[src/logic/platform_cfg.svh]
`ifndef PLATFORM_CFG_SVH
`define PLATFORM_CFG_SVH

// data ram depth in 32-bit words
`define PLAT_RAM_WORDS 256

// external interrupt sources
// 1 = button, 2 = uart frame done
`define PLAT_IRQ_SOURCES 2

// clock cycles per uart bit
`define PLAT_UART_DIV 8

// cycles the synchronized button must hold
// its new level before it is taken
`define PLAT_DEBOUNCE 4

`endif

[src/logic/platform_pkg.sv]
`include "platform_cfg.svh"

package platform_pkg;

    // lower bound of each address region, top nibble of the address
    typedef enum logic [3:0] {
        RGN_TIMER  = 4'h2,  // below this is ram
        RGN_IRQ    = 4'h3,  // 3..7
        RGN_PERIPH = 4'h8   // 8 and up
    } region_e;

    typedef struct packed {
        logic [3:0]  region;
        logic [27:0] offset;
    } addr_fields_t;

    // one bus address, raw or split into region and offset
    typedef union packed {
        logic [31:0]  raw;
        addr_fields_t f;
    } bus_addr_u;

    // zero means no source
    typedef logic [$clog2(`PLAT_IRQ_SOURCES + 1)-1:0] irq_id_t;

endpackage

[src/logic/irq_controller.sv]
`timescale 1ns/1ps
`include "platform_cfg.svh"

module irq_controller (
    input  logic                         clk,
    input  logic                         rst_i,
    input  logic                         en_i,
    input  logic [3:0]                   we_i,
    input  platform_pkg::bus_addr_u      addr_i,
    input  logic [31:0]                  wdata_i,
    input  logic [`PLAT_IRQ_SOURCES:1]   irq_req_i,
    output logic [31:0]                  rdata_o,
    output logic                         mei_o,
    output logic [`PLAT_IRQ_SOURCES:1]   irq_ack_o
);
    localparam int N = `PLAT_IRQ_SOURCES;

    logic [N:1]            mask_q;
    logic [N:1]            pend;
    logic [2:0]            sel;
    logic                  wr;
    platform_pkg::irq_id_t claim_id;
    platform_pkg::irq_id_t done_id;

    assign sel     = addr_i.f.offset[4:2];
    assign wr      = en_i && (we_i != 4'b0000);
    assign done_id = wdata_i[$bits(platform_pkg::irq_id_t)-1:0];
    assign pend    = irq_req_i & mask_q;
    assign mei_o   = |pend;

    // lowest id wins
    always_comb begin
        claim_id = '0;
        for (int i = N; i >= 1; i--) begin
            if (pend[i]) claim_id = platform_pkg::irq_id_t'(i);
        end
    end

    always_ff @(posedge clk) begin
        if (rst_i) begin
            mask_q    <= '0;
            irq_ack_o <= '0;
        end else begin
            irq_ack_o <= '0;  // single cycle pulse
            if (wr && sel == 3'd0) mask_q <= wdata_i[N:1];
            if (wr && sel == 3'd2) begin
                for (int i = 1; i <= N; i++) begin
                    if (done_id == platform_pkg::irq_id_t'(i)) irq_ack_o[i] <= 1'b1;
                end
            end
        end
    end

    always_ff @(posedge clk) begin
        if (en_i) begin
            case (sel)
                3'd0:    rdata_o <= {{(31-N){1'b0}}, mask_q, 1'b0};
                3'd1:    rdata_o <= {{(31-N){1'b0}}, irq_req_i, 1'b0};
                3'd2:    rdata_o <= 32'(claim_id);
                default: rdata_o <= '0;
            endcase
        end
    end

    a_ack_onehot: assert property (@(posedge clk) disable iff (rst_i)
        $onehot0(irq_ack_o));

endmodule

[config.mk]
export PLATFORM = sky130hd
export DESIGN_NAME = irq_controller
export DESIGN_NICKNAME = d
export VERILOG_FILES = /design/src/logic/platform_pkg.sv /design/src/logic/irq_controller.sv
export VERILOG_INCLUDE_DIRS = /design/src /design/src/logic
export SDC_FILE = /design/constraint.sdc
export NUM_CORES = 1
export LEC_CHECK = 0
export ABC_AREA = 0
export BUFFER_PORTS_ARGS = -buffer_cell sky130_fd_sc_hd__buf_2
export CAP_MARGIN = 0
export CELL_PAD_IN_SITES_DETAIL_PLACEMENT = 1
export CELL_PAD_IN_SITES_GLOBAL_PLACEMENT = 1
export CORE_ASPECT_RATIO = 0.7
export CORE_MARGIN = 4
export CORE_UTILIZATION = 15
export DETAILED_ROUTE_END_ITERATION = 16
export GPL_TIMING_DRIVEN = 0
export PLACE_DENSITY_LB_ADDON = 0.1
export SYNTH_ARGS = -nofsm -noshare
export SYNTH_HDL_FRONTEND = slang
export SYNTH_SLANG_ARGS = --single-unit
[constraint.sdc]
create_clock -name clk -period 2.1 [get_ports clk]
set_input_delay 0.42 -clock clk [delete_from_list [all_inputs] [get_ports clk]]
set_output_delay 0.42 -clock clk [all_outputs]
set_load 0.02 [all_outputs]
* Word level (Yosys, flattened, before mapping)
Cells that the tools add are included.
** Word-level totals
- Bits of input ports :: 73
- Bits in registers :: 36
- RAM bits :: 0
- Bits in latches :: 0
- Output and inout bits :: 35
- Bits in read-only memories :: 0
- Word-level logic and storage cells :: 21
- Memories :: 0
** Operators by class
- Reduce and logical (&&, ||, !) cells :: 7
- Muxes and demuxes :: 5
- Shift-type cells :: 0
- Multipliers :: 0
- Bitwise logic cells :: 2
- $lt $le $gt $ge :: 0
- Equality and inequality tests :: 4
- Add/subtract/negate cells :: 0
- Divide/modulo/power cells :: 0
** Operators by type and width (count)
- 3-bit case mux with 3 select lines :: 1
- 2-bit 2-to-1 mux :: 2
- 4-bit nonzero test :: 1
- 2-bit OR reduction :: 2
- 3-bit by 1-bit == test with 1-bit output (second input constant) :: 1
- 3-bit by 2-bit == test with 1-bit output (second input constant) :: 1
- 1-bit logical AND :: 3
- 3-bit zero test :: 1
- 2-bit bitwise AND :: 1
- 2-bit by 1-bit == test with 1-bit output (second input constant) :: 1
- 2-bit == test (second input constant) :: 1
- 1-bit 2-to-1 mux :: 2
- 1-bit NOT :: 1

* Depth between registers and ports, before layout
- Depth after elaboration :: 5
- Depth in mapped cells :: 3

* Worst setup path after synthesis
No wires, ideal clock.
- Path type :: input-to-reg
- From :: in addr_i[2] in the netlist's numbering
- To :: reg irq_ack_o[1] in the netlist's numbering
- Data required time :: 2.027 ns
- Arrival time :: 1.334 ns
- Buffers on the path :: 0
- Cell stages on the path :: 3
- Path slack :: 0.694 ns
- Cells stage by stage :: or3b_1 -> or3_4 -> nor3b_2
** Between the ends
- Longest elaborated chain between the ends :: 4
** Ends and longest elaborated chain
- start, declared :: RTL line irq_controller.sv:9 : input platform_pkg::bus_addr_u addr_i,
- 3-bit by 2-bit == test with 1-bit output :: RTL line irq_controller.sv:46 : if (wr && sel == 3'd2) begin
- 1-bit logical AND :: RTL line irq_controller.sv:46
- 1-bit NOT (no line)
- 2-bit OR reduction (no line)
- end signal, assigned :: RTL line irq_controller.sv:42 : irq_ack_o <= '0;
- end signal, assigned :: RTL line irq_controller.sv:44 : irq_ack_o <= '0;
- end signal, assigned by index :: RTL line irq_controller.sv:48 : if (done_id == platform_pkg::irq_id_t'(i)) irq_ack_o[i] <= 1'b1;
- end, declared :: RTL line irq_controller.sv:14 : output logic [`PLAT_IRQ_SOURCES:1] irq_ack_o
No other way between the ends.
A chain may end at the register's enable or synchronous reset.

* Worst setup path after layout
Same ends and word-level chain as after synthesis.

==> reports/qor.txt <==
Xor and xnor area share after synthesis = 0%
R2R Setup Slk = 0.90 ns
Mux share of post-synthesis cell area = 5.31%
Simple-Gate Fraction of Synth Area = 19.5%
Crit path max-delay family = simple AND/OR/NAND/NOR gates
Hold WS = 0.368 ns
Avg Synthesized Cell Area = 9.43 sq um
Clock Path Buffers = 2
Initial DRC count = 8
Final nets = 186
CP Cell Sequence = buf_2, or3b_1, or3_4, nor3b_2
Fill count = 437
Non-Filler Instances = 162
Count of different cell masters after synthesis = 18
N_diodes = 0
Final core occ = 24.5%
DRC viols = 0
PortBufs = 20
Area share of the largest cell type after synthesis = 38.5%
Final antenna-violating net count = 0
Clock tree from TritonCTS = yes
Cell count after placement = 158
RSZ-0062 raised after global routing = no
Sequential area share after synthesis = 30.1%
Pwr per Cell Area = 532 mW/mm^2
First-pass DRT Iterations = 2
Final Cycle Share = 64.3%
Total setup buffers inserted after CTS = 0
Dpl cell area = 833 sq um
Layout cells sized above 1 = 50.0%
Setup-failing EPs final = 0
Via count = 488
Critical Setup Path Class = in -> reg
Wirelength, routed = 1280 um
Compound-cell area share of the yosys netlist = 5.97%
Area leader, netlist = buf_4
Post-Layout Inst Area = 878 sq um
Clk sinks = 7
Sum Neg Setup Slack = 0 ns
DR vias/cell = 3.01
Async set or reset register ratio after synthesis = 0%
Number of top-level pins = 108
CP startpoint kind = input port
Cts bufs inserted = 3
Cts hold-fix bufs = 0
Syn. warnings = 0
RD Place Congestion = 0.600
Vias in the first global route = 486
Max-cap viol count = 0
Crit path max fanout = 5
Adder-cell share of the synthesized area = 0%
Status = complete, no violations
Post-Syn Instances = 60
DIE WIDTH = 81.4 um
Max VDD drop = 0.120 mV
Worst EP required = 2.26 ns
Worst endpoint data arrival time = 1.51 ns
Worst-Skew Late Latency = 0.23 ns
First-pass GRT wire length = 2030 um
Fmax = 741 MHz
FF+latch count, synth = 7
Core area = 0.00358 sq mm
CP peak stage delay = 0.39 ns
Max transition margin = 64.4%
Largest net degree at the start of global routing = 7
DIE AREA = 0.00483 sq mm
Leak pwr = 0.470 nW
Clk_skew = 0.00347 ns
Root buffer cell = clkbuf_8
Die height = 59.4 um
Initial Util = 15.8%
Gr usage total = 5.69%
WP buf/inv = 1
Worst-margin pin slew = 0.529 ns
Clock-pin slew on the worst setup and hold paths = 0.04 ns
Global route overflow = 0
Hold Fails Final Rpt = 0
Synth Flop Type = dfxtp_1
Largest family of logic cells by synthesized area = buffers and inverters
Site Rows = 18
Worst path slowest cell = or3b_1
P&R area growth vs syn = 55.3%
Syn Std Cell Area = 566 sq um
Avg WL per Cell = 7.90 um
Final Slew Violations = 0
Synth area leaders = buf_4 38%, edfxtp_1 16%, dfxtp_1 14%, nand2b_1 5.5%, mux2i_1 5.3%
Fin crit period = 1.35 ns
Hold Crit Class = in -> reg
Initial antenna violation count = 0
Post-synth EDFFs = 3
H-tree levels = 1
CP Capture Type = flip-flop
Post-CTS sizing = 0
## layer usage
metal | global-route usage (%) | wire (um) | vias up
met2 | 8.12 | 537 | 33
met1 | 6.89 | 579 | 202
met4 | 4.34 | 25 | 0
met3 | 2.13 | 138 | 4
met5 | 0 | 0 | -
li1 | - | - | 249
## worst paths after layout
path | from | endpoint | cells after the start
worst max-delay path | addr_i[2] | irq_ack_o[1] | 4
worst min-delay path | wdata_i[0] | irq_ack_o[2] | 2
worst max register to register | mask_q[2] | rdata_o[1] | 3
worst min register to register | mask_q[1] | mask_q[1] | 2
## report_power, final
group,switching [W],internal (W)
clock network,0.0000573,0.000131
logic,0.0000746,0.0000563
registers,0.00000155,0.000147
## through the flow
step                      power, W  setup WS (ns)
after floorplan           0.000254          0.694
after global placement    0.000278          0.532
after detailed placement  0.000278          0.504
after CTS                 0.000472          0.736
after global routing      0.000497          0.633
final                     0.000468          0.750
## Yosys cell counts (2+ instances only)
library cell,instances
nand2b_1,5
nor3b_2,2
mux2i_1,3
nand2_1,3
edfxtp_1,3
buf_4,29
dfxtp_1,4
## cells by family (layout without fill, tap and decap cells)
logic type	after synthesis	in the layout
simple gates	16	16
compound gates	4	4
other cells	1	29
buf+inv	29	53
flops	7	7
mux	3	3
## flip-flops by register name, summed over array words and instances (netlist names)
signal and count:
rdata_o 3, irq_ack_o 2, mask_q 2
## layout by cell type (no fill, tap or decap), types with 2 or more instances in the layout
cell,n
buf_2,20
mux2i_1,3
conb_1,29
buf_4,29
dfxtp_1,4
edfxtp_1,3
nand2b_1,5
clkbuf_8,3
nor3b_2,2
nand2_1,3
## area by class of cell
| class | count | area, sq um | share of cell area (%) |
|---|---|---|---|
| multi-input cells | 52 | 283 | 32.2 |
| clock buffers | 4 | 45.0 | 5.13 |
| well taps | 50 | 62.6 | 7.12 |
| flip-flops and latches | 7 | 170 | 19.4 |
| repair buffers | 20 | 100 | 11.4 |
| plain buffers | 29 | 218 | 24.8 |
No activity file was read; power rests on OpenSTA's default activity.
