`src/logic/platform_cfg.svh`:
```
`ifndef PLATFORM_CFG_SVH
`define PLATFORM_CFG_SVH

// data ram depth in 32-bit words
`define PLAT_RAM_WORDS 256

// external interrupt sources
// 1 = button, 2 = uart frame done
`define PLAT_IRQ_SOURCES 2

// clock cycles per uart bit
`define PLAT_UART_DIV 8

// cycles the synchronized button must hold
// its new level before it is taken
`define PLAT_DEBOUNCE 4

`endif

```
`src/logic/platform_pkg.sv`:
```
`include "platform_cfg.svh"

package platform_pkg;

    // lower bound of each address region, top nibble of the address
    typedef enum logic [3:0] {
        RGN_TIMER  = 4'h2,  // below this is ram
        RGN_IRQ    = 4'h3,  // 3..7
        RGN_PERIPH = 4'h8   // 8 and up
    } region_e;

    typedef struct packed {
        logic [3:0]  region;
        logic [27:0] offset;
    } addr_fields_t;

    // one bus address, raw or split into region and offset
    typedef union packed {
        logic [31:0]  raw;
        addr_fields_t f;
    } bus_addr_u;

    // zero means no source
    typedef logic [$clog2(`PLAT_IRQ_SOURCES + 1)-1:0] irq_id_t;

endpackage

```
`src/logic/bus_decoder.sv`:
```
`timescale 1ns/1ps

module bus_decoder (
    input  logic                    clk,
    input  logic                    rst_i,
    input  logic                    en_i,
    input  platform_pkg::bus_addr_u addr_i,
    output logic                    ram_en_o,
    output logic                    rtc_en_o,
    output logic                    irq_en_o,
    output logic                    per_en_o,
    input  logic [31:0]             ram_rdata_i,
    input  logic [31:0]             rtc_rdata_i,
    input  logic [31:0]             irq_rdata_i,
    input  logic [31:0]             per_rdata_i,
    output logic [31:0]             rdata_o
);
    logic [3:0] region;
    logic       rtc_sel_q;
    logic       irq_sel_q;
    logic       per_sel_q;

    assign region = addr_i.f.region;

    //////////////////////////////////////////////////////////////////////
    // request path
    //////////////////////////////////////////////////////////////////////

    always_comb begin
        ram_en_o = 1'b0;
        rtc_en_o = 1'b0;
        irq_en_o = 1'b0;
        per_en_o = 1'b0;
        if (en_i) begin
            if (region < platform_pkg::RGN_TIMER) begin
                ram_en_o = 1'b1;
            end else if (region < platform_pkg::RGN_IRQ) begin
                rtc_en_o = 1'b1;
            end else if (region < platform_pkg::RGN_PERIPH) begin
                irq_en_o = 1'b1;
            end else begin
                per_en_o = 1'b1;
            end
        end
    end

    //////////////////////////////////////////////////////////////////////
    // return path, one cycle behind the request
    //////////////////////////////////////////////////////////////////////

    always_ff @(posedge clk) begin
        if (rst_i) begin
            rtc_sel_q <= 1'b0;
            irq_sel_q <= 1'b0;
            per_sel_q <= 1'b0;
        end else begin
            rtc_sel_q <= rtc_en_o;
            irq_sel_q <= irq_en_o;
            per_sel_q <= per_en_o;
        end
    end

    always_comb begin
        if (rtc_sel_q)      rdata_o = rtc_rdata_i;
        else if (irq_sel_q) rdata_o = irq_rdata_i;
        else if (per_sel_q) rdata_o = per_rdata_i;
        else                rdata_o = ram_rdata_i;  // ram also when idle
    end

    a_one_slave: assert property (@(posedge clk) disable iff (rst_i)
        $onehot0({ram_en_o, rtc_en_o, irq_en_o, per_en_o}));

endmodule

```
`config.mk`:
```
export PLATFORM = sky130hd
export DESIGN_NAME = bus_decoder
export DESIGN_NICKNAME = d
export VERILOG_FILES = /design/src/logic/platform_pkg.sv /design/src/logic/bus_decoder.sv
export VERILOG_INCLUDE_DIRS = /design/src /design/src/logic
export SDC_FILE = /design/constraint.sdc
export NUM_CORES = 1
export LEC_CHECK = 0
export BUFFER_PORTS_ARGS = -buffer_cell sky130_fd_sc_hd__buf_4
export CAP_MARGIN = 25
export CORE_AREA = 2 2 78 80
export DETAILED_ROUTE_END_ITERATION = 8
export DIE_AREA = 0 0 80 82
export PLACE_DENSITY_LB_ADDON = 0.12
export SLEW_MARGIN = 0
export SYNTH_ARGS = -nofsm -noshare
export SYNTH_HDL_FRONTEND = slang
export SYNTH_SLANG_ARGS = --single-unit
```
`constraint.sdc`:
```
create_clock -name clk -period 1.4 [get_ports clk]
set_input_delay 0.21 -clock clk [delete_from_list [all_inputs] [get_ports clk]]
set_output_delay 0.21 -clock clk [all_outputs]
set_load 0.05 [all_outputs]
```
# ---- Word-level counts from Yosys, hierarchy flattened
# Cells that the tools add are included.
dict set report word_totals {
  ff_bits 3
  inputBits 163
  output_inout_bits 36
  elab_cells 22
}
dict set report op_classes {
  magnitude_cmp 3
  n_mux 16
}
# cell count
set op_table {}
lappend op_table {{$mux W32} 3}
lappend op_table {{$mux W1} 13}
lappend op_table {{$lt A4 B2 Y1 const B} 2}
lappend op_table {{$lt A4 B4 Y1 const B} 1}

# ---- Longest topological paths before layout
dict set report depth {
  ltp_word 5
  ltp_mapped 4
  depth_no_buf 2
}

# ---- Worst setup path before layout
# Ideal clock, no wire load.
dict set report synth_path {
  path_type {reg2out}
  startpoint {register rtc_sel_q}
  endpoint {output rdata_o[18]}
  t_arrival_ps 1873
  required_ps 1190
  path_slack_ps -683
  stages_incl_launch_ff 4
  path_buffers 2
  path_cell_list {dfxtp_1 buf_4 buf_2 a221oi_1}
}
dict set report synth_via {
  elab_chain_cells 1
}
# element line
set synth_rtl {}
lappend synth_rtl {{start: declaration} bus_decoder.sv:19} ;# logic rtc_sel_q;
lappend synth_rtl {{start signal: assignment} bus_decoder.sv:57} ;# rtc_sel_q <= rtc_en_o;
lappend synth_rtl {{$mux W32} bus_decoder.sv:64} ;# if (rtc_sel_q) rdata_o = rtc_rdata_i;
lappend synth_rtl {{end: declaration} bus_decoder.sv:16} ;# output logic [31:0] rdata_o
# No other way between the ends.

# ---- Final worst setup path
dict set report layout_path {
  startpoint {register per_sel_q}
  endpoint {output rdata_o[13]}
}
dict set report layout_via {
  elab_chain_cells 3
}
# element line
set layout_rtl {}
lappend layout_rtl {{start: declaration} bus_decoder.sv:21} ;# logic per_sel_q;
lappend layout_rtl {{start signal: assignment} bus_decoder.sv:59} ;# per_sel_q <= per_en_o;
lappend layout_rtl {{$mux W32} bus_decoder.sv:66} ;# else if (per_sel_q) rdata_o = per_rdata_i;
lappend layout_rtl {{$mux W32} bus_decoder.sv:65} ;# else if (irq_sel_q) rdata_o = irq_rdata_i;
lappend layout_rtl {{$mux W32} bus_decoder.sv:64}
# No other way between the ends.

==> summary.md <==
| Metric | Value |
|---|---|
| Die height | approximately 82 um |
| Pre-CTS WS | -0.05427 ns |
| First-pass GRT wire length | around 9.0 mm |
| IO buf count | 170 |
| Post-CTS Hold Buffers | 0 |
| Final hold viol count | 0 |
| Die Footprint | 6560 um2 |
| Nets | 500 |
| Final Max Slew Viols | 0 |
| Max Cap Viol | 0 |
| Core area | roughly 5700 um2 |
| Yosys warnings | 0 |
| Clk slew on worst S/H paths | about 0.03 ns |
| PD cells | approximately 460 nW/um2 |
| H-tree depth | 1 |
| Period minus WS final | around 1.6 ns |
| DIE WIDTH | roughly 80 um |
| # IOs | around 200 |
| Hold Path Depth | 2 |
| Final Setup Violations | 32 |
| N_diodes | 0 |
| Failing checks | negative setup slack |
| 1st-pass router iterations | 4 |
| Hold Path End | per_sel_q$_SDFF_PP0_ |
| Vias in the first global route | about 1900 |
| Gr usage total | 0.1705 |
| # DRC | 0 |
| Detail Route Antenna Nets | 0 |
| Overflow after GRT | 0 |
| Peak VDD IR | 0.3813 mV |
| Data required time of the worst path | 1.19 ns |
| RSZ-0062 raised after global routing | true |
| Critical Setup Path Class | reg2out |
| Worst rel slew slack | 0.8281 |
| Clock sinks | 3 |
| Synth cell types | 21 |
| Number of CTS-inserted buffers | 3 |
| Hold Startpoint | rst_i |
| Hold Path Class | in2reg |
| Cells after synthesis | 159 |
| Post-synthesis cell area | between 1500 and 2000 um2 |
| Post-synthesis net count | between 300 and 400 |
| Seq cells post-synth | 3 |
| F_max | ~0.63 GHz |
| Largest net degree at the start of global routing | 25 |
| Largest fanout on the critical path | 7 |
| Dpl hpwl | 4.817 mm |
| Final WS setup | -0.1979 ns |
| Critical Path AT | about 1.4 ns |
| Max clock buf depth | 2 |
| Std cell rows | 28 |
| Routed vias | about 1900 |
| P&R area growth vs syn | 141.8% |
| Root buffer cell | clkbuf_8 |
| Fin util | 0.6450 |
| Syn Area/Cell | around 9.6 um2 |
| Filler cell count | ~460 |
| Leak pwr | 1.557 nW |
| Layout cells sized above 1 | 0.8631 |
| Avg WL per Cell | about 16 um |
| Initial antenna violation count | 0 |
| Routability cong. | ~0.74 |
| CP Capture Type | primary output |
| Final period util | 1.141 |
| Actual slew at the worst max-slew pin | between 0.2 and 0.3 ns |
| Vias/cell | 4.672 |
| CP startpoint kind | flop |
| TritonCTS clock tree | built |
| Initial DRC Count | 39 |
| Initial Util | 0.2668 |
| Status | complete, but fails checks |
| Setup bufs post-CTS | 0 |
| Total power | between 1.5 and 2 mW |
| Routed WL | 6.516 mm |
| Post-synthesis sequential area ratio | 0.03918 |
==> through the flow <==
| step | hold slack (ns) | cell area, um2 | cells | TNS (ns) |
|---|---|---|---|---|
| floorplan | 0.2814 | 1852 | 159 | -1.718 |
| global route | 0.1681 | 3706 | 411 | -7.032 |
| finish | 0.1683 | 3706 | 411 | -5.575 |
| CTS | 0.1663 | 3490 | 409 | -5.418 |
| detailed placement | 0.3951 | 3223 | 405 | -0.2520 |
| global placement | 0.3941 | 3223 | 405 | -0.03727 |
==> state kept, by name (all words and copies together), names as in the netlist <==
signal and cells:
irq_sel_q 1, rtc_sel_q 1, per_sel_q 1
==> report_power, final <==
part,total [mW],internal [mW],switching [mW]
Clock,0.256,0.195,0.0617
Sequential,0.0929,0.0861,0.00679
Combinational,1.34,0.684,0.655
Total,1.69,0.965,0.724
==> cell families (layout without fill, tap and decap cells) <==
group	after synthesis	in the layout	synth area share
compound gates	33	33	0.2596
buf+inv	19	196	0.1029
simple gates	72	72	0.3894
flops	3	3	0.03919
mux	32	32	0.2090
==> cell usage after synthesis <==
library cell | number | share of area
dfxtp_1 | 3 | 0.039
a221oi_1 | 2 | 0.011
clkbuf_1 | 6 | 0.015
and2_1 | 1 | 0.0041
buf_4 | 1 | 0.0049
inv_1 | 2 | 0.0049
a21oi_1 | 1 | 0.0033
buf_6 | 4 | 0.029
nor2b_1 | 31 | 0.13
nand2b_1 | 1 | 0.0041
nor3b_1 | 13 | 0.064
a211oi_2 | 30 | 0.24
nor3b_2 | 20 | 0.16
nor3_1 | 1 | 0.0033
nor2_1 | 2 | 0.0049
nor4b_2 | 1 | 0.0098
mux2i_1 | 32 | 0.21
or3b_1 | 1 | 0.0057
buf_12 | 3 | 0.039
nor2_2 | 1 | 0.0041
buf_2 | 3 | 0.0098
==> per-layer routing <==
| metal | up-vias | GRT usage | wire (um) |
|---|---|---|---|
| li1 | 930 | - | - |
| met1 | 902 | 0.1955 | 2380 |
| met2 | 82 | 0.3317 | 3626 |
| met3 | 6 | 0.02637 | 452 |
| met4 | 0 | 0.03559 | 56 |
| met5 | - | 0 | 0 |
==> repair_timing <==
action / in CTS / in global routing
cloned: 0 / 3
endpoints found under the setup margin: 32 / 33
pin swaps: 0 / 1
hold endpoints to repair: 0 / 0
gates resized for setup: 54 / 35
==> layout by cell type (no fill, tap or decap), drive strengths merged <==
master and instances:
nor3b 33, nor2b 31, dfxtp 3, mux2i 32
nor3 1, clkbuf 7, a21oi 1, buf 187
nor4b 1, nor2 3, a221oi 2, a211oi 30
and2 1, nand2b 1, inv 2, or3b 1
==> how the worst max path moves through the flow <==
stage,start,end,slack (ns),depth (start not counted)
6_report,per_sel_q$_SDFF_PP0_,rdata_o[13],-0.20,4
5_1_grt,rtc_sel_q$_SDFF_PP0_,rdata_o[24],-0.24,4
4_1_cts,per_sel_q$_SDFF_PP0_,rdata_o[6],-0.19,5
3_5_place_dp,irq_sel_q$_SDFF_PP0_,rdata_o[13],-0.05,4
3_3_place_gp,irq_sel_q$_SDFF_PP0_,rdata_o[17],-0.01,4
2_1_floorplan,addr_i[31],rtc_en_o,-0.12,2
==> layout make-up <==
type | count | area, um2 | share of cell area
Sequential cell | 3 | 68.82 | 0.01857
Inverter | 2 | 7.507 | 0.002026
Tap cell | 75 | 93.84 | 0.02532
Multi-Input combinational cell | 137 | 1798 | 0.4851
Clock buffer | 4 | 45.04 | 0.01215
Timing Repair Buffer | 190 | 1693 | 0.4568
==> critical path, stage by stage (launching register included) <==
cell	delay, ns
dfxtp_4	0.37
clkbuf_16	0.18
mux2i_4	0.20
a211oi_4	0.22
buf_6	0.19
Power figures use the tool's default switching activity.
