--- src/logic/platform_cfg.svh ---
`ifndef PLATFORM_CFG_SVH
`define PLATFORM_CFG_SVH

// data ram depth in 32-bit words
`define PLAT_RAM_WORDS 256

// external interrupt sources
// 1 = button, 2 = uart frame done
`define PLAT_IRQ_SOURCES 2

// clock cycles per uart bit
`define PLAT_UART_DIV 8

// cycles the synchronized button must hold
// its new level before it is taken
`define PLAT_DEBOUNCE 4

`endif

--- src/logic/platform_pkg.sv ---
`include "platform_cfg.svh"

package platform_pkg;

    // lower bound of each address region, top nibble of the address
    typedef enum logic [3:0] {
        RGN_TIMER  = 4'h2,  // below this is ram
        RGN_IRQ    = 4'h3,  // 3..7
        RGN_PERIPH = 4'h8   // 8 and up
    } region_e;

    typedef struct packed {
        logic [3:0]  region;
        logic [27:0] offset;
    } addr_fields_t;

    // one bus address, raw or split into region and offset
    typedef union packed {
        logic [31:0]  raw;
        addr_fields_t f;
    } bus_addr_u;

    // zero means no source
    typedef logic [$clog2(`PLAT_IRQ_SOURCES + 1)-1:0] irq_id_t;

endpackage

--- src/logic/rtc_timer.sv ---
`timescale 1ns/1ps

module rtc_timer (
    input  logic                    clk,
    input  logic                    rst_i,
    input  logic                    en_i,
    input  logic [3:0]              we_i,
    input  platform_pkg::bus_addr_u addr_i,
    input  logic [31:0]             wdata_i,
    output logic [31:0]             rdata_o,
    output logic                    mti_o
);
    logic [63:0] mtime_q;
    logic [63:0] mtimecmp_q;
    logic [2:0]  sel;
    logic        wr;

    // replace only the bytes selected by mask
    function automatic logic [31:0] merge_bytes(input logic [31:0] old_w,
                                                input logic [31:0] new_w,
                                                input logic [3:0]  mask);
        logic [31:0] res;
        res = old_w;
        for (int b = 0; b < 4; b++) begin
            if (mask[b]) res[8*b +: 8] = new_w[8*b +: 8];
        end
        return res;
    endfunction

    assign sel = addr_i.f.offset[4:2];
    assign wr  = en_i && (we_i != 4'b0000);

    always_ff @(posedge clk) begin
        if (rst_i) begin
            mtime_q    <= '0;
            mtimecmp_q <= '1;  // no timer irq until programmed
        end else begin
            mtime_q <= mtime_q + 64'd1;
            if (wr) begin
                case (sel)
                    3'd0: mtime_q <= {mtime_q[63:32], merge_bytes(mtime_q[31:0], wdata_i, we_i)};
                    3'd1: mtime_q <= {merge_bytes(mtime_q[63:32], wdata_i, we_i), mtime_q[31:0]};
                    3'd2: mtimecmp_q[31:0]  <= merge_bytes(mtimecmp_q[31:0], wdata_i, we_i);
                    3'd3: mtimecmp_q[63:32] <= merge_bytes(mtimecmp_q[63:32], wdata_i, we_i);
                    default: ;
                endcase
            end
        end
    end

    always_ff @(posedge clk) begin
        if (en_i) begin
            case (sel)
                3'd0:    rdata_o <= mtime_q[31:0];
                3'd1:    rdata_o <= mtime_q[63:32];
                3'd2:    rdata_o <= mtimecmp_q[31:0];
                3'd3:    rdata_o <= mtimecmp_q[63:32];
                default: rdata_o <= '0;
            endcase
        end
    end

    assign mti_o = (mtime_q >= mtimecmp_q);  // level

endmodule

--- config.mk ---
export PLATFORM = sky130hd
export DESIGN_NAME = rtc_timer
export DESIGN_NICKNAME = d
export VERILOG_FILES = /design/src/logic/platform_pkg.sv /design/src/logic/rtc_timer.sv
export VERILOG_INCLUDE_DIRS = /design/src /design/src/logic
export SDC_FILE = /design/constraint.sdc
export NUM_CORES = 1
export LEC_CHECK = 0
export ABC_AREA = 1
export ABC_CLOCK_PERIOD_IN_PS = 3760
export BUFFER_PORTS_ARGS = -buffer_cell sky130_fd_sc_hd__buf_2
export CELL_PAD_IN_SITES_DETAIL_PLACEMENT = 0
export CELL_PAD_IN_SITES_GLOBAL_PLACEMENT = 1
export CORE_UTILIZATION = 47
export CTS_CLUSTER_DIAMETER = 200
export DETAILED_ROUTE_END_ITERATION = 12
export PLACE_DENSITY_LB_ADDON = 0.1
export SLEW_MARGIN = 20
export SYNTH_ARGS = -nofsm -noshare
export SYNTH_HDL_FRONTEND = slang
export SYNTH_SLANG_ARGS = --single-unit
export TNS_END_PERCENT = 10
--- constraint.sdc ---
create_clock -name clk -period 3.76 [get_ports clk]
set_input_delay 0.188 -clock clk [delete_from_list [all_inputs] [get_ports clk]]
set_output_delay 0.188 -clock clk [all_outputs]
set_load 0.01 [all_outputs]
# Word-level counts from Yosys, hierarchy flattened
# Index checks and enable logic that the tools add are counted.
[word_totals] register_bits=160 latchBits=0 mem_bits_rw=0 romBits=0 input_bits=71 output_inout_bits=33 word_cells=58 memories=0
[op_classes] add_sub_neg=1 multipliers=0 n_div=0 n_lt_le_gt_ge=1 eq_ne=13 shifts=0 n_mux=7 bitwise=0 n_reduce_logical=19
[ops] cell="$pmux 32 s4" n=1
[ops] cell="$pmux 64 s2" n=1
[ops] cell="$add 64x1->64 const B" n=1
[ops] cell="$ge 64x64->1" n=1
[ops] cell="$mux 64" n=1
[ops] cell="$mux 8" n=4
[ops] cell="$ne 3x3->1 const B" n=8
[ops] cell="$reduce_and 3->1" n=8
[ops] cell="$reduce_and 2->1" n=8
[ops] cell="$eq 3x2->1 const B" n=2
[ops] cell="$ne 2x2->1 const B" n=2
[ops] cell="$reduce_bool 4->1" n=1
[ops] cell="$eq 3x1->1 const B" n=1
[ops] cell="$logic_not 3->1" n=1
[ops] cell="$logic_and 1x1->1" n=1

# Logic depth before layout (Yosys ltp)
[depth] word_depth=4 mapped_depth=15 mapped_depth_nobuf=15

# Least setup slack after synthesis
# No wires, ideal clock.
[synth_path] kind="register to register" startpoint="reg mtime_q[1]" endpoint="reg mtime_q[24]" setup_ns=0.109 arrival_time_ns=1.519 t_required_ns=3.651 slack_ns=2.132 path_stages_with_launch=13 n_path_buf=0 period_less_slack_ns=1.628 path_cell_list="dfxtp_1 > ha_1 > nand2_1 > nor2_1 > nand2_1 > nor2_4 > nand2_1 > inv_1 > nand2_1 > nand3_1 > nand3_1 > nand2_1 > inv_1"
[synth_via] elab_chain_cells=3
[synth_lines] element="start: declaration" line_no="rtc_timer.sv:13" source="logic [63:0] mtime_q;"
[synth_lines] element="start signal: assignment" line_no="rtc_timer.sv:38" source="mtime_q <= mtime_q + 64'd1;"
[synth_lines] element="start signal: assignment" line_no="rtc_timer.sv:41" source="3'd0: mtime_q <= {mtime_q[63:32], merge_bytes(mtime_q[31:0], wdata_i, we_i)};"
[synth_lines] element="start signal: assignment" line_no="rtc_timer.sv:42" source="3'd1: mtime_q <= {merge_bytes(mtime_q[63:32], wdata_i, we_i), mtime_q[31:0]};"
[synth_lines] element="$add 64x1->64 (*)" line_no="rtc_timer.sv:38"
[synth_lines] element="$pmux 64 s2" line_no="rtc_timer.sv:40" source="case (sel)"
[synth_lines] element="$mux 64 (*)" line_no="rtc_timer.sv:39" source="if (wr) begin"
# Every way passes the cells marked *; elsewhere a longest branch is shown, timed or not.
# A chain may end at the register's enable or synchronous reset.

# Final worst setup path
[layout_path] startpoint="reg mtime_q[55]" endpoint="out mti_o"
[layout_via] elab_chain_cells=1
[layout_lines] element="$ge 64x64->1" line_no="rtc_timer.sv:63" source="assign mti_o = (mtime_q >= mtimecmp_q);"
[layout_lines] element="end: declaration" line_no="rtc_timer.sv:11" source="output logic mti_o"
# No other way between the ends.

==> metrics.txt <==
outcome completed; initial antenna violation count 0; die extent in y 151.2 um; startpoint types register; Setup Viol. Count Final 0; Worst Hold End mtimecmp_q[23]; relative slew slack 0.3285; Net Sw Frac 0.2911; Clock Sink Count 160; first-pass GRT wire length 58,960 um; r2r startpoint mtime_q[1]; Antenna diodes 0; Hold Path Cell Cnt 3; #FFs+latches synth 160; Pwr Total 3.984 mW; Layout area overhead 10.63%; CP cell instances ha_1 -> nand2_1 -> nor2_1 -> nand4_1 -> nor2_1 -> and3_1 -> nand3_1 -> nand3_1 -> buf_2; Pwr per Cell Area 344.2 nW/um^2; Initial Util 0.4795; Worst Setup Path Type reg -> out; CTS root buf clkbuf_16; commonest non-fill, non-tap cell in the layout nand2_1; CTS Buf Count 17; Vias 10,850; Worst-Margin Slew 1.007 ns; Gate Count Post-Synth 1,532; Clock Latency Late Sink 0.43 ns; TritonRoute pass-1 iters 5; CTS clk-pin slew, worst paths 0.07 ns; Worst path max stage delay 0.40 ns; total core area 21,820 um^2; Synth Area in XOR/XNOR 0.01088; fin area 11,580 um^2; Synthesized Nets 1,668; CTS Hold Bufs 0; f_max 365.6 MHz; GRT Total Usage 0.3549; Post-Route Skew 0.01318 ns; clock power share 0.415; FF-to-FF setup slack 1.46 ns; Data arrival, critical path 2.55 ns; Die ar. 22,860 um^2; Net Sw Power 1.160 mW; GP Congestion 1.010; Worst Path Required 3.57 ns; Final min period 2.735 ns; maximum number of pins on one net before global-route repair 82; peak fanout along the critical path 6; post-detail-place hpwl 29,850 um; sequential fraction of the synthesis area 0.3367; simple-gate share of the synthesized area 0.2738; Worst R2R Path Depth 9; setup TNS 0 ns; Reg-to-Reg End mtime_q[34]; final hold vios 0; yosys warns 0; post-synthesis average cell area 6.830 um^2; Via density 5.774; dpl cell area 11,040 um^2; post-cts resize count 0; H-Tree Depth 4; synthesized-area fraction occupied by ao, oa, aoi and oai cells 0.2157; Reg power frac 0.475; DIE WIDTH 151.2 um; Pleak 5.010 nW; Internal Power 2.825 mW; Slew Viols, Final 0; final antenna-violating net count 0; Max Cap Viol 0; Final #Nets 1,722; HP Start wdata_i[23]; fraction of layout instances using a drive strength above 1 0.09506; post-synthesis mux area share 0; Setup Fix Bufs, Post-CTS 0; total grt overflow 0; most frequent cells in the layout nand2_1, inv_1, nor2_1, a21oi_1, dfxtp_1; Post-Synth Adder-Cell Area 0.07772; HP Class in -> reg; Top Ports 104; Bufs on Longest Clock Path 2; RSZ-0062 raised after global routing false; DR WL/cell 21.09 um; largest family of logic cells by synthesized area simple AND/OR/NAND/NOR gates; slowest stage cell, crit path dfxtp_1; VDD IR max 0.2315 mV; vias in the first global route 9,763; Post-route DRC 0; Critical Path End Type output port; Syn Std Cell Area 10,460 um^2; TritonCTS clock tree built; fill count 2,262; fin crit share 0.7274; iteration-0 DRC count of the detailed router 908; combinational share of power 0.110; Routed Wire Length 39,630 um; I/O Buffers 74; synth unique cells 38; Row Count 54
==> how the worst max path moves through the flow <==
stage	from	endpoint	slack [ns]	cells past startpoint
5_1_grt	mtime_q[55]	mti_o	0.90	9
3_5_place_dp	we_i[1]	mtime_q[44]	1.33	9
4_1_cts	mtime_q[55]	mti_o	1.05	9
3_3_place_gp	we_i[1]	mtime_q[44]	1.35	9
6_report	mtime_q[55]	mti_o	1.02	9
2_1_floorplan	mtime_q[1]	mtime_q[24]	2.13	12
==> power groups by stage <==
stage	logic, mW	registers [mW]	clock network (mW)
after floorplan	0.248	1.92	0
after global placement	0.425	1.93	0
after detailed placement	0.431	1.93	0
after CTS	0.433	1.89	1.66
after global routing	0.483	1.90	1.73
final	0.438	1.89	1.65
==> flip-flops by register name (all words and copies together), names as in the netlist <==
register,count
mtime_q,64
mtimecmp_q,64
rdata_o,32
==> synth_stat cells, drive strengths merged <==
| master | instances | area share |
|---|---|---|
| nand2 | 397 | 0.14 |
| inv | 178 | 0.064 |
| nor2 | 177 | 0.072 |
| a21oi | 153 | 0.074 |
| dfxtp | 128 | 0.24 |
| o21ai | 128 | 0.061 |
| nand3 | 69 | 0.034 |
| ha | 65 | 0.078 |
| a22oi | 39 | 0.028 |
| edfxtp | 32 | 0.092 |
| clkbuf | 27 | 0.0097 |
| o211ai | 27 | 0.019 |
| o221ai | 24 | 0.020 |
| buf | 22 | 0.011 |
| nand4 | 18 | 0.011 |
| a31oi | 13 | 0.0078 |
| xor2 | 11 | 0.0092 |
| nor3 | 8 | 0.0081 |
| o21a | 5 | 0.0036 |
| and3 | 2 | 0.0012 |
| nor3b | 2 | 0.0014 |
| nor4 | 2 | 0.0012 |
| xnor2 | 2 | 0.0017 |
| a21o | 1 | 0.00072 |
| nand3b | 1 | 0.00072 |
| o31ai | 1 | 0.00072 |
==> metal layers <==
metal  global-route usage  wire length (um)  vias up
met2               0.5658             17850      456
met5                    0                 0        -
li1                     -                 -     5285
met1               0.4778             17490     5040
met4               0.1300              1301        0
met3              0.06024              2985       69
==> cells by family after synthesis <==
family / after synthesis
xor+xnor: 13
buf+inv: 227
fa+ha+maj: 65
flops: 160
compound gates: 391
simple gates: 676
==> per-stage QoR <==
step,hold WS [ns],setup slack [ns],instances,utilization
floorplan,0.3005,2.132,1532,-
global placement,0.4585,1.347,1847,0.5058
detailed placement,0.4625,1.325,1847,0.5058
CTS,0.01340,1.055,1879,0.5304
global route,0.03971,0.9041,1879,0.5304
finish,0.01763,1.025,1879,0.5304
==> worst max-delay path: cells and delay by family, from the launching register on <==
| family | cells | cell delay, ns |
|---|---|---|
| AND/OR/NAND/NOR | 7 | 1.24 |
| flip-flops | 1 | 0.40 |
| adder cells (fa/ha/maj) | 1 | 0.35 |
| buffers and inverters | 1 | 0.13 |
==> layout make-up <==
cell class                      instances  area, um^2  area share
Timing Repair Buffer                   84       445.4     0.03848
Sequential cell                       160        3523      0.3044
Inverter                              178       670.6     0.05793
Clock inverter                         12       100.1    0.008647
Clock buffer                           20       436.7     0.03772
Multi-Input combinational cell       1145        6050      0.5226
Tap cell                              280       350.3     0.03026
(Power assumes the default switching activity.)
