$ cat src/logic/platform_cfg.svh
`ifndef PLATFORM_CFG_SVH
`define PLATFORM_CFG_SVH

// data ram depth in 32-bit words
`define PLAT_RAM_WORDS 256

// external interrupt sources
// 1 = button, 2 = uart frame done
`define PLAT_IRQ_SOURCES 2

// clock cycles per uart bit
`define PLAT_UART_DIV 8

// cycles the synchronized button must hold
// its new level before it is taken
`define PLAT_DEBOUNCE 4

`endif

$ cat src/logic/platform_pkg.sv
`include "platform_cfg.svh"

package platform_pkg;

    // lower bound of each address region, top nibble of the address
    typedef enum logic [3:0] {
        RGN_TIMER  = 4'h2,  // below this is ram
        RGN_IRQ    = 4'h3,  // 3..7
        RGN_PERIPH = 4'h8   // 8 and up
    } region_e;

    typedef struct packed {
        logic [3:0]  region;
        logic [27:0] offset;
    } addr_fields_t;

    // one bus address, raw or split into region and offset
    typedef union packed {
        logic [31:0]  raw;
        addr_fields_t f;
    } bus_addr_u;

    // zero means no source
    typedef logic [$clog2(`PLAT_IRQ_SOURCES + 1)-1:0] irq_id_t;

endpackage

$ cat src/logic/periph_block.sv
`timescale 1ns/1ps
`include "platform_cfg.svh"

module periph_block (
    input  logic                         clk,
    input  logic                         rst_i,
    input  logic                         en_i,
    input  logic [3:0]                   we_i,
    input  platform_pkg::bus_addr_u      addr_i,
    input  logic [31:0]                  wdata_i,
    input  logic                         button_i,
    input  logic [`PLAT_IRQ_SOURCES:1]   irq_ack_i,
    output logic [31:0]                  rdata_o,
    output logic [7:0]                   gpio_out_o,
    output logic [7:0]                   gpio_addr_o,
    output logic                         uart_tx_o,
    output logic [`PLAT_IRQ_SOURCES:1]   irq_req_o
);
    localparam int DB_W  = $clog2(`PLAT_DEBOUNCE + 1);
    localparam int DIV_W = $clog2(`PLAT_UART_DIV + 1);

    logic [2:0]                 sel;
    logic                       wr;
    logic                       btn_s1, btn_s2, btn_level;
    logic [DB_W-1:0]            db_cnt;
    logic                       db_done, btn_rise;
    logic                       busy;
    logic [8:0]                 shift_q;  // data bits then stop
    logic [3:0]                 bit_cnt;
    logic [DIV_W-1:0]           div_cnt;
    logic                       tx_q;
    logic                       bit_tick, uart_start, uart_done;
    logic [`PLAT_IRQ_SOURCES:1] req_set;

    assign sel = addr_i.f.offset[4:2];
    assign wr  = en_i && we_i[0];

    //////////////////////////////////////////////////////////////////////
    // gpio and button
    //////////////////////////////////////////////////////////////////////

    assign db_done  = (btn_s2 != btn_level) && (db_cnt == DB_W'(`PLAT_DEBOUNCE - 1));
    assign btn_rise = db_done && btn_s2;

    always_ff @(posedge clk) begin
        if (rst_i) begin
            gpio_out_o  <= '0;
            gpio_addr_o <= '0;
            btn_s1      <= 1'b0;
            btn_s2      <= 1'b0;
            btn_level   <= 1'b0;
            db_cnt      <= '0;
        end else begin
            if (wr && sel == 3'd0) gpio_out_o  <= wdata_i[7:0];
            if (wr && sel == 3'd1) gpio_addr_o <= wdata_i[7:0];
            btn_s1 <= button_i;
            btn_s2 <= btn_s1;
            if (btn_s2 == btn_level) db_cnt <= '0;  // bounce restarts the count
            else if (db_done) begin
                btn_level <= btn_s2;
                db_cnt    <= '0;
            end else db_cnt <= db_cnt + 1'b1;
        end
    end

    //////////////////////////////////////////////////////////////////////
    // uart 8n1 transmitter
    //////////////////////////////////////////////////////////////////////

    assign uart_start = wr && sel == 3'd3 && !busy;  // dropped while busy
    assign bit_tick   = busy && (div_cnt == DIV_W'(`PLAT_UART_DIV - 1));
    assign uart_done  = bit_tick && (bit_cnt == 4'd9);
    assign uart_tx_o  = tx_q;

    always_ff @(posedge clk) begin
        if (rst_i) begin
            busy    <= 1'b0;
            tx_q    <= 1'b1;
            bit_cnt <= '0;
            div_cnt <= '0;
        end else if (uart_start) begin
            busy    <= 1'b1;
            tx_q    <= 1'b0;  // start bit
            shift_q <= {1'b1, wdata_i[7:0]};
            bit_cnt <= '0;
            div_cnt <= '0;
        end else if (busy) begin
            div_cnt <= bit_tick ? '0 : div_cnt + 1'b1;
            if (uart_done) begin
                busy <= 1'b0;
                tx_q <= 1'b1;
            end else if (bit_tick) begin
                tx_q    <= shift_q[0];
                shift_q <= {1'b1, shift_q[8:1]};
                bit_cnt <= bit_cnt + 4'd1;
            end
        end
    end

    //////////////////////////////////////////////////////////////////////
    // interrupt requests and readback
    //////////////////////////////////////////////////////////////////////

    always_comb begin
        req_set    = '0;
        req_set[1] = btn_rise;
        req_set[2] = uart_done;
    end

    always_ff @(posedge clk) begin
        if (rst_i) irq_req_o <= '0;
        else       irq_req_o <= (irq_req_o & ~irq_ack_i) | req_set;  // new event beats ack
    end

    always_ff @(posedge clk) begin
        if (en_i) begin
            case (sel)
                3'd0:    rdata_o <= {24'h0, gpio_out_o};
                3'd1:    rdata_o <= {24'h0, gpio_addr_o};
                3'd2:    rdata_o <= {31'h0, btn_level};
                3'd4:    rdata_o <= {31'h0, busy};
                default: rdata_o <= '0;  // uart data is write only
            endcase
        end
    end

    a_tx_idle_high: assert property (@(posedge clk) disable iff (rst_i)
        !busy |-> uart_tx_o);

endmodule

$ cat config.mk
export PLATFORM = sky130hd
export DESIGN_NAME = periph_block
export DESIGN_NICKNAME = d
export VERILOG_FILES = /design/src/logic/platform_pkg.sv /design/src/logic/periph_block.sv
export VERILOG_INCLUDE_DIRS = /design/src /design/src/logic
export SDC_FILE = /design/constraint.sdc
export NUM_CORES = 1
export LEC_CHECK = 0
export BUFFER_PORTS_ARGS = -buffer_cell sky130_fd_sc_hd__buf_2
export CAP_MARGIN = 20
export CORE_MARGIN = 1
export CORE_UTILIZATION = 45
export DETAILED_ROUTE_END_ITERATION = 6
export PLACE_DENSITY = 0.82
export SYNTH_ARGS = -nofsm -noshare
export SYNTH_HDL_FRONTEND = slang
export SYNTH_SLANG_ARGS = --single-unit
export TNS_END_PERCENT = 100
$ cat constraint.sdc
create_clock -name clk -period 1.98 [get_ports clk]
set_input_delay 0.297 -clock clk [delete_from_list [all_inputs] [get_ports clk]]
set_output_delay 0.297 -clock clk [all_outputs]
set_load 0.03 [all_outputs]
; Word level (Yosys, flattened, before mapping)
; Cells that the tools add are included.
[classes]
n_reduce_logical = 20
mux = 13
addsub = 3
bitwise_logic = 6
eq_ne = 10
[ops]
columns = cell, count
row1 = $pmux W8 S4, 1
row2 = $mux W9, 3
row3 = $eq A3 B2 Y1 const B, 3
row4 = $logic_and A1 B1 Y1, 9
row5 = $add A4 B1 Y4 const B, 2
row6 = $mux W8, 1
row7 = $mux W1, 7
row8 = $eq A4 B3 Y1 const B, 1
row9 = $eq A4 B4 Y1 const B, 1
row10 = $mux W4, 1
row11 = $reduce_and A2 Y1, 2
row12 = $reduce_and A4 Y1, 1
row13 = $reduce_bool A2 Y1, 2
row14 = $add A3 B1 Y3 const B, 1
row15 = $eq A3 B1 Y1 const B, 1
row16 = $eq A3 B3 Y1 const B, 1
row17 = $logic_not A3 Y1, 1
row18 = $not A1 Y1, 3
row19 = $reduce_and A3 Y1, 1
row20 = $reduce_bool A3 Y1, 1
row21 = $reduce_or A3 Y1, 1
row22 = $and A2 B2 Y2, 1
row23 = $ne A2 B2 Y1 const B, 1
row24 = $not A2 Y2, 1
row25 = 5 further kinds, 5
[totals]
input_bits = 74
register_bits = 75
out_inout_bits = 51

; Depth between registers and ports, before layout
; Gate-level depths: netlist of the first run.
[depth]
ltp_word = 6
ltp_mapped = 6
ltp_nobuf = 5

; Worst setup path after synthesis of the first run
; Ideal clock, no wire load.
[synth_path]
path_kind = flip-flop to flip-flop
startpoint = register div_cnt[0]
endpoint = register shift_q[0], enable pin
arrival_time_ps = 1283
n_path_buf = 1
period_less_slack_ps = 1612
setup_time_ps = 330
slack_ps = 368
stages_incl_launch_ff = 6
cell_sequence = dfxtp_1 -> ha_1 -> and4b_1 -> buf_2 -> a21oi_1 -> o21a_1
[synth_via]
elab_chain_cells = 5
[synth_lines]
columns = item, line_no
row1 = from (decl), periph_block.sv:30  ; logic [DIV_W-1:0] div_cnt;
row2 = from (signal assigned), periph_block.sv:88  ; div_cnt <= bit_tick ? '0 : div_cnt + 1'b1;
row3 = $eq A4 B3 Y1 *, periph_block.sv:71  ; assign bit_tick = busy && (div_cnt == DIV_W'(`PLAT_UART_DIV - 1));
row4 = $logic_and A1 B1 Y1 *, periph_block.sv:71
row5 = $logic_and A1 B1 Y1, periph_block.sv:72  ; assign uart_done = bit_tick && (bit_cnt == 4'd9);
row6 = $ne A2 B2 Y1 (no line), -
row7 = $reduce_and A4 Y1 (no line) *, -
row8 = to (signal assigned), periph_block.sv:84  ; shift_q <= {1'b1, wdata_i[7:0]};
row9 = to (signal assigned), periph_block.sv:94  ; shift_q <= {1'b1, shift_q[8:1]};
row10 = to (decl), periph_block.sv:28  ; logic [8:0] shift_q;
; Mark *: on every way between the ends. The rest lies on a longest branch, timed or not.
; A chain may end at the register's enable or synchronous reset.

; Worst setup path after layout of the first run
[layout_path]
startpoint = register div_cnt[0]
endpoint = register shift_q[4], enable pin
; The elaborated chain is that of the path after synthesis.

==> results.sh, run 1 <==
export IMPL_port_buffers=44
export IMPL_clk_latency_ns=0.31
export IMPL_drc=0
export IMPL_fp_dieW_um=74.40
export IMPL_cpPeakStageDelay_ns=0.35
export IMPL_grt_pass1_vias=1531
export IMPL_startpoint="div_cnt[0]$_SDFFE_PP0P_"
export IMPL_fmax_mhz=578.8
export IMPL_hpwl_mm=3.071
export IMPL_critPathBufInv=0
export IMPL_p_per_area_nw_per_um2=718.4
export IMPL_grt_setup_unrepaired="no"
export IMPL_antenna_found_initial=0
export IMPL_busiest_layer="met2"
export IMPL_hp_start="button_i"
export IMPL_yosysWarnings=0
export IMPL_post_cts_setup_buffers=0
export IMPL_setup_viol=0
export IMPL_synthTopCellsByArea="dfxtp_1 (29%), edfxtp_1 (20%), buf_4 (8.0%), a21oi_1 (5.3%), nand3_1 (4.0%)"
export IMPL_ios=125
export IMPL_synth_fa_ha_area_share_pct=2.653
export IMPL_synth_top_family_by_area="simple AND/OR/NAND/NOR gates"
export IMPL_hold_buffers=0
export IMPL_fin_crit_sh_pct=87.26
export IMPL_clock_path_buffers=2
export IMPL_drt_iter0_drc=213
export IMPL_placed_cell_area_um2=2540
export IMPL_yosysMostFrequentCell="dfxtp_1"
export IMPL_avgViaCountPerCell=5.032
export IMPL_ys_seq_area_share_pct=49.23
export IMPL_synth_area_um2=2359
export IMPL_syn_avg_cell_area_um2=10.08
export IMPL_synth_common_cells="dfxtp_1 (34), a21oi_1 (25), buf_4 (25)"
export IMPL_gr_usage_met1_pct=21.53
export IMPL_synth_largest_area_cell="dfxtp_1"
export IMPL_area_growth_pct=11.83
export IMPL_fp_coreArea_um2=4880
export IMPL_synthCells=234
export IMPL_synth_seq_cells=50
export IMPL_maxCapViolCount=0
export IMPL_p_sw_share_pct=27.45
export IMPL_rr_startpoint="div_cnt[0]$_SDFFE_PP0P_"
export IMPL_cts_clk_slew_worst_paths_ns=0.10
export IMPL_grt_use_met2_pct=27.53
export IMPL_cts_sinks=50
export IMPL_status="completed"
export IMPL_post_cts_resized=0
export IMPL_die_h_um=74.40
export IMPL_crit_path_cell_trace="ha_1, and4b_1, a21oi_1, o21a_1"
export IMPL_synth_compound_area_share_pct=12.63
export IMPL_cts_htree_levels=2
export IMPL_routed_wirelength_mm=4.196
export IMPL_synth_xor_area_share_pct=0.7427
export IMPL_gp_congestion=0.7314
export IMPL_final_area_um2=2638
export IMPL_finalCriticalPeriod_ns=1.728
export IMPL_finClkSkew_ns=0.007556
export IMPL_grt_util_met3_pct=3.252
export IMPL_yosys_area_top_type_share_pct=28.86
export IMPL_dr_pass1_iters=4
export IMPL_avgRoutedWirePerCell_um=12.20
export IMPL_tritoncts="built"
export IMPL_peakVddDrop_mv=0.2969
export IMPL_ys_flop_type="dfxtp_1"
export IMPL_yosys_area_share_simple_pct=15.86
export IMPL_grt_pass1_wl_mm=6.982
export IMPL_cp_top_family="compound AO/OA/AOI/OAI gates"
export IMPL_die_area_um2=5535
export IMPL_cp_max_fo=8
export IMPL_nets=355
export IMPL_endpoint_kind="flip-flop"
export IMPL_yosysUniqueCellTypes=43
export IMPL_cp_arrival_ns=1.71
export IMPL_root_buffer="clkbuf_8"
export IMPL_synth_mux_area_fraction_pct=7.162
export IMPL_worst_setup_path_type="flip-flop to flip-flop"
export IMPL_slowest_stage="dfxtp_1"
export IMPL_hp_class="input pin to flip-flop"
export IMPL_cp_start_kind="flip-flop"
export IMPL_grt_util_all_layers_pct=16.56
export IMPL_hold_violations=0
export IMPL_synthArstFlopShare_pct=0
export IMPL_vias=1731
export IMPL_grt_max_degree=28
export IMPL_critical_path_required_ns=1.96
export IMPL_grt_overflow_total=0
export IMPL_p_leak_nw=1.091
export IMPL_antenna_left=0
export IMPL_slew_headroom_pct=62.07
export IMPL_power_frac_comb_pct=9.9
export IMPL_sequentialPowerShare_pct=56.7
export IMPL_p_sw_w=0.0005201
export IMPL_internal_power_w=0.001375
export IMPL_power_frac_clock_pct=33.3
export IMPL_tightestPinTransition_ns=0.5690
export IMPL_drv_slew=0
export IMPL_antenna_cells=0
export IMPL_initial_core_util_pct=48.33
export IMPL_fp_row_count=25
export IMPL_drive_gt1_share_pct=22.74
export IMPL_synth_edf_count=16
export IMPL_cts_buffers=5
export IMPL_setup_tns_ns=0
final timing paths:
| check | endpoint | slack [ns] | depth (start not counted) |
|---|---|---|---|
| worst min-delay path | btn_s1$_SDFF_PP0_ | 0.19 | 2 |
| worst min register to register | db_cnt[0]$_SDFF_PP0_ | 0.42 | 1 |
| worst max register to register | shift_q[4]$_DFFE_PP_ | 0.25 | 4 |
| worst max-delay path | shift_q[4]$_DFFE_PP_ | 0.25 | 4 |
area by class of cell:
| cell class | count | area (um^2) |
|---|---|---|
| clock buffer | 5 | 68.82 |
| clock inverter | 3 | 28.78 |
| fill | 447 | 2242 |
| inverter | 7 | 26.28 |
| multi-input combinational | 163 | 1011 |
| sequential | 50 | 1161 |
| tap | 67 | 83.83 |
| timing repair buffer | 49 | 257.7 |
routing by layer:
layer | vias to the layer above | wire, um
met5 | - | 0
met4 | 0 | 68
met3 | 6 | 284
met2 | 68 | 1945
met1 | 791 | 1897
li1 | 866 | -
cell usage in the layout (no fill, tap or decap), types with 6 or more instances in the layout:
| cell | count |
|---|---|
| inv_1 | 6 |
| nor2_1 | 13 |
| mux2_1 | 7 |
| a21oi_1 | 25 |
| mux2i_1 | 9 |
| dfxtp_1 | 34 |
| buf_2 | 44 |
| nand3_1 | 19 |
| edfxtp_1 | 16 |
| o21ai_0 | 19 |
| conb_1 | 24 |
worst register-to-register path, delay by kind of cell, from the launching register on:
| kind | cells | cell delay (ns) |
|---|---|---|
| compound gates | 2 | 0.49 |
| fa+ha+maj | 1 | 0.28 |
| flops | 1 | 0.35 |
| simple gates | 1 | 0.28 |
power groups by stage:
| stage | Clock [W] | Combinational, W | Sequential [W] |
|---|---|---|---|
| after floorplan | 0 | 0.000151 | 0.00112 |
| after global placement | 0 | 0.000186 | 0.00110 |
| after detailed placement | 0 | 0.000187 | 0.00110 |
| after CTS | 0.000649 | 0.000188 | 0.00108 |
| after global routing | 0.000691 | 0.000205 | 0.00108 |
| final | 0.000631 | 0.000188 | 0.00108 |
per-stage QoR:
| step | hold slack [ns] | setup slack (ns) | std cells | total power (W) | util [%] |
|---|---|---|---|---|---|
| finish | 0.1895 | 0.2523 | 344 | 0.001895 | 54.05 |
| global route | 0.2202 | 0.1008 | 344 | 0.001974 | 54.05 |
| CTS | 0.1810 | 0.2323 | 344 | 0.001912 | 54.05 |
| detailed placement | 0.4162 | 0.1872 | 336 | 0.001286 | 52.05 |
| global placement | 0.4080 | 0.1905 | 336 | 0.001284 | 52.05 |
| floorplan | 0.3686 | 0.3676 | 257 | 0.001271 | - |
flip-flops by register name (all words and copies together) (netlist names):
name	cells
btn_s1	1
gpio_addr_o	8
btn_level	1
uart_tx_o	1
btn_s2	1
div_cnt	4
gpio_out_o	8
irq_req_o	2
busy	1
bit_cnt	4
rdata_o	8
db_cnt	3
shift_q	8
kinds of logic after synthesis:
kind of cell	after synthesis
AO/OA/AOI/OAI	54
XOR/XNOR	2
adder cells (fa/ha/maj)	5
buffers and inverters	44
flip-flops	50
multiplexers	16
other	1
AND/OR/NAND/NOR	62
(Power assumes the default switching activity.)
==> run 2, diff against run 1 <==
--- a/config.mk
+++ b/config.mk
@@ -12,6 +12,7 @@
 export CORE_UTILIZATION = 45
 export DETAILED_ROUTE_END_ITERATION = 6
 export PLACE_DENSITY = 0.82
+export SETUP_SLACK_MARGIN = 0.4
 export SYNTH_ARGS = -nofsm -noshare
 export SYNTH_HDL_FRONTEND = slang
 export SYNTH_SLANG_ARGS = --single-unit
==> constraint.sdc (replaced) <==
create_clock -name clk -period 1.98 [get_ports clk]
set_input_delay 0.099 -clock clk [delete_from_list [all_inputs] [get_ports clk]]
set_output_delay 0.099 -clock clk [all_outputs]
set_load 0.03 [all_outputs]
==> results.sh, run 2 (synthesis results as in run 1) <==
export IMPL_seq_area_um2=1166
export IMPL_cts_htree_levels=2
export IMPL_slew_headroom_pct=61.47
export IMPL_gp_congestion=0.7136
export IMPL_rr_startpoint="busy$_SDFF_PP0_"
export IMPL_hp_start="irq_ack_i[1]"
export IMPL_min_path_cells=3
export IMPL_fp_row_count=25
export IMPL_cts_sinks=50
export IMPL_drv_slew=0
export IMPL_cp_arrival_ns=1.58
export IMPL_critical_path_required_ns=2.03
export IMPL_tightestPinTransition_ns=0.5746
export IMPL_finalCriticalPeriod_ns=1.533
export IMPL_clock_path_buffers=2
export IMPL_grt_max_degree=28
export IMPL_rrSetupSlack_ns=0.45
export IMPL_hold_violations=0
export IMPL_drt_iter0_drc=147
export IMPL_hpwl_mm=3.024
export IMPL_area_growth_pct=13.79
export IMPL_fill_cells=432
export IMPL_final_common_cell="buf_2"
export IMPL_avgRoutedWirePerCell_um=12.76
export IMPL_port_buffers=44
export IMPL_setup_viol=0
export IMPL_hp_class="input pin to flip-flop"
export IMPL_worst_setup_path_type="flip-flop to flip-flop"
export IMPL_grt_overflow_total=0
export IMPL_nets=358
export IMPL_grt_pass1_wl_mm=6.989
export IMPL_multi_input_area_um2=1042
export IMPL_cp_start_kind="flip-flop"
export IMPL_grt_pass1_vias=1544
export IMPL_p_per_area_nw_per_um2=685.7
export IMPL_peakVddDrop_mv=0.3347
export IMPL_finalWorstSetupSlack_ns=0.4473
export IMPL_finClkSkew_ns=0.007719
export IMPL_status="completed"
export IMPL_cts_buffers=5
export IMPL_endpoint_kind="flip-flop"
export IMPL_dr_pass1_iters=4
export IMPL_fin_crit_sh_pct=77.41
export IMPL_p_leak_nw=1.098
export IMPL_tritoncts="built"
export IMPL_clk_latency_ns=0.30
export IMPL_ios=125
export IMPL_layout_common_cells="buf_2 (44), dfxtp_1 (32), a21oi_1 (24), conb_1 (24)"
export IMPL_drive_gt1_share_pct=25.71
export IMPL_initial_core_util_pct=48.33
export IMPL_fmax_mhz=652.4
export IMPL_routed_wirelength_mm=4.429
export IMPL_place_ws_ns=0.3513
export IMPL_die_area_um2=5535
export IMPL_grt_setup_unrepaired="no"
export IMPL_antenna_found_initial=0
export IMPL_cp_max_fo=5
export IMPL_fp_dieW_um=74.40
export IMPL_cts_clk_slew_worst_paths_ns=0.09
export IMPL_antenna_left=0
export IMPL_die_h_um=74.40
export IMPL_antenna_cells=0
export IMPL_vias=1765
export IMPL_fp_coreArea_um2=4880
export IMPL_whs_endpoint="irq_req_o[1]$_SDFF_PP0_"
export IMPL_grt_util_all_layers_pct=16.77
export IMPL_reg2reg_to="shift_q[5]$_DFFE_PP_"
export IMPL_avgViaCountPerCell=5.086
export IMPL_setup_tns_ns=0
export IMPL_drc=0
export IMPL_maxCapViolCount=0
export IMPL_reg2regPathDepth=4
export IMPL_root_buffer="clkbuf_8"
==> run 2: cell count changes in the layout (fill, tap and decap cells not counted), sizes merged <==
cell,change
dlygate4sd3,+1
clkinvlp,+1
clkbuf,+1
clkinv,+1
inv,-2
buf,+1
==> run 2: critical path: stages (launching register included) <==
cell	delay, ns
dfxtp_1	0.32
nand4bb_2	0.31
nor2_4	0.16
buf_4	0.16
mux2_1	0.33
==> run 2: power by group <==
part           internal (W)  leakage, nW  switching (W)
registers           0.00107        0.432     0.00000650
logic             0.0000435        0.625       0.000147
clock network      0.000242       0.0416       0.000334
total               0.00135         1.10       0.000488
==> run 2: timing repair <==
action	in CTS	in global routing
setup buffers	1	4
pin swaps	1	1
gates resized for setup	4	6
endpoints found under the hold margin	1	0
setup endpoints to repair	8	16
hold buffers	1	0
==> run 2: worst max path at each step <==
stage / slack [ns] / startpoint / to / depth (start not counted)
after floorplan: 0.45 / div_cnt[0]$_SDFFE_PP0P_ / shift_q[0]$_DFFE_PP_ / 5
after global placement: 0.38 / div_cnt[0]$_SDFFE_PP0P_ / shift_q[5]$_DFFE_PP_ / 4
after detailed placement: 0.35 / div_cnt[0]$_SDFFE_PP0P_ / shift_q[4]$_DFFE_PP_ / 3
after CTS: 0.41 / bit_cnt[1]$_SDFFE_PP0P_ / shift_q[5]$_DFFE_PP_ / 5
after global routing: 0.40 / busy$_SDFF_PP0_ / shift_q[0]$_DFFE_PP_ / 4
final: 0.45 / busy$_SDFF_PP0_ / shift_q[5]$_DFFE_PP_ / 4
==> run 2: routing by layer <==
layer / global-route usage [%] / vias to the layer above / part of all wire, %
met5: 0 / - / 0
met4: 8.176 / 0 / 1.9
met3: 4.878 / 6 / 6.2
met2: 26.93 / 63 / 48
met1: 20.61 / 827 / 43
li1: - / 869 / -
==> run 2: final cells by class <==
type	instances	share of cell area (%)
repair buffers	52	10.44
clock buffers	5	2.564
clock inverters	3	0.6061
well taps	67	3.124
inverters	7	0.9790
multi-input cells	163	38.83
flip-flops and latches	50	43.45
==> run 2: through the flow <==
stage | area, um^2 | utilization, % | hold slack [ns] | total power [W] | instances
after floorplan | 2446 | - | 0.1706 | 0.001271 | 257
after global placement | 2519 | 51.62 | 0.3062 | 0.001281 | 333
after detailed placement | 2519 | 51.62 | 0.3142 | 0.001283 | 333
after CTS | 2628 | 53.85 | 0.04584 | 0.001857 | 343
after global routing | 2684 | 55.00 | 0.06000 | 0.001923 | 347
final | 2684 | 55.00 | 0.05342 | 0.001840 | 347
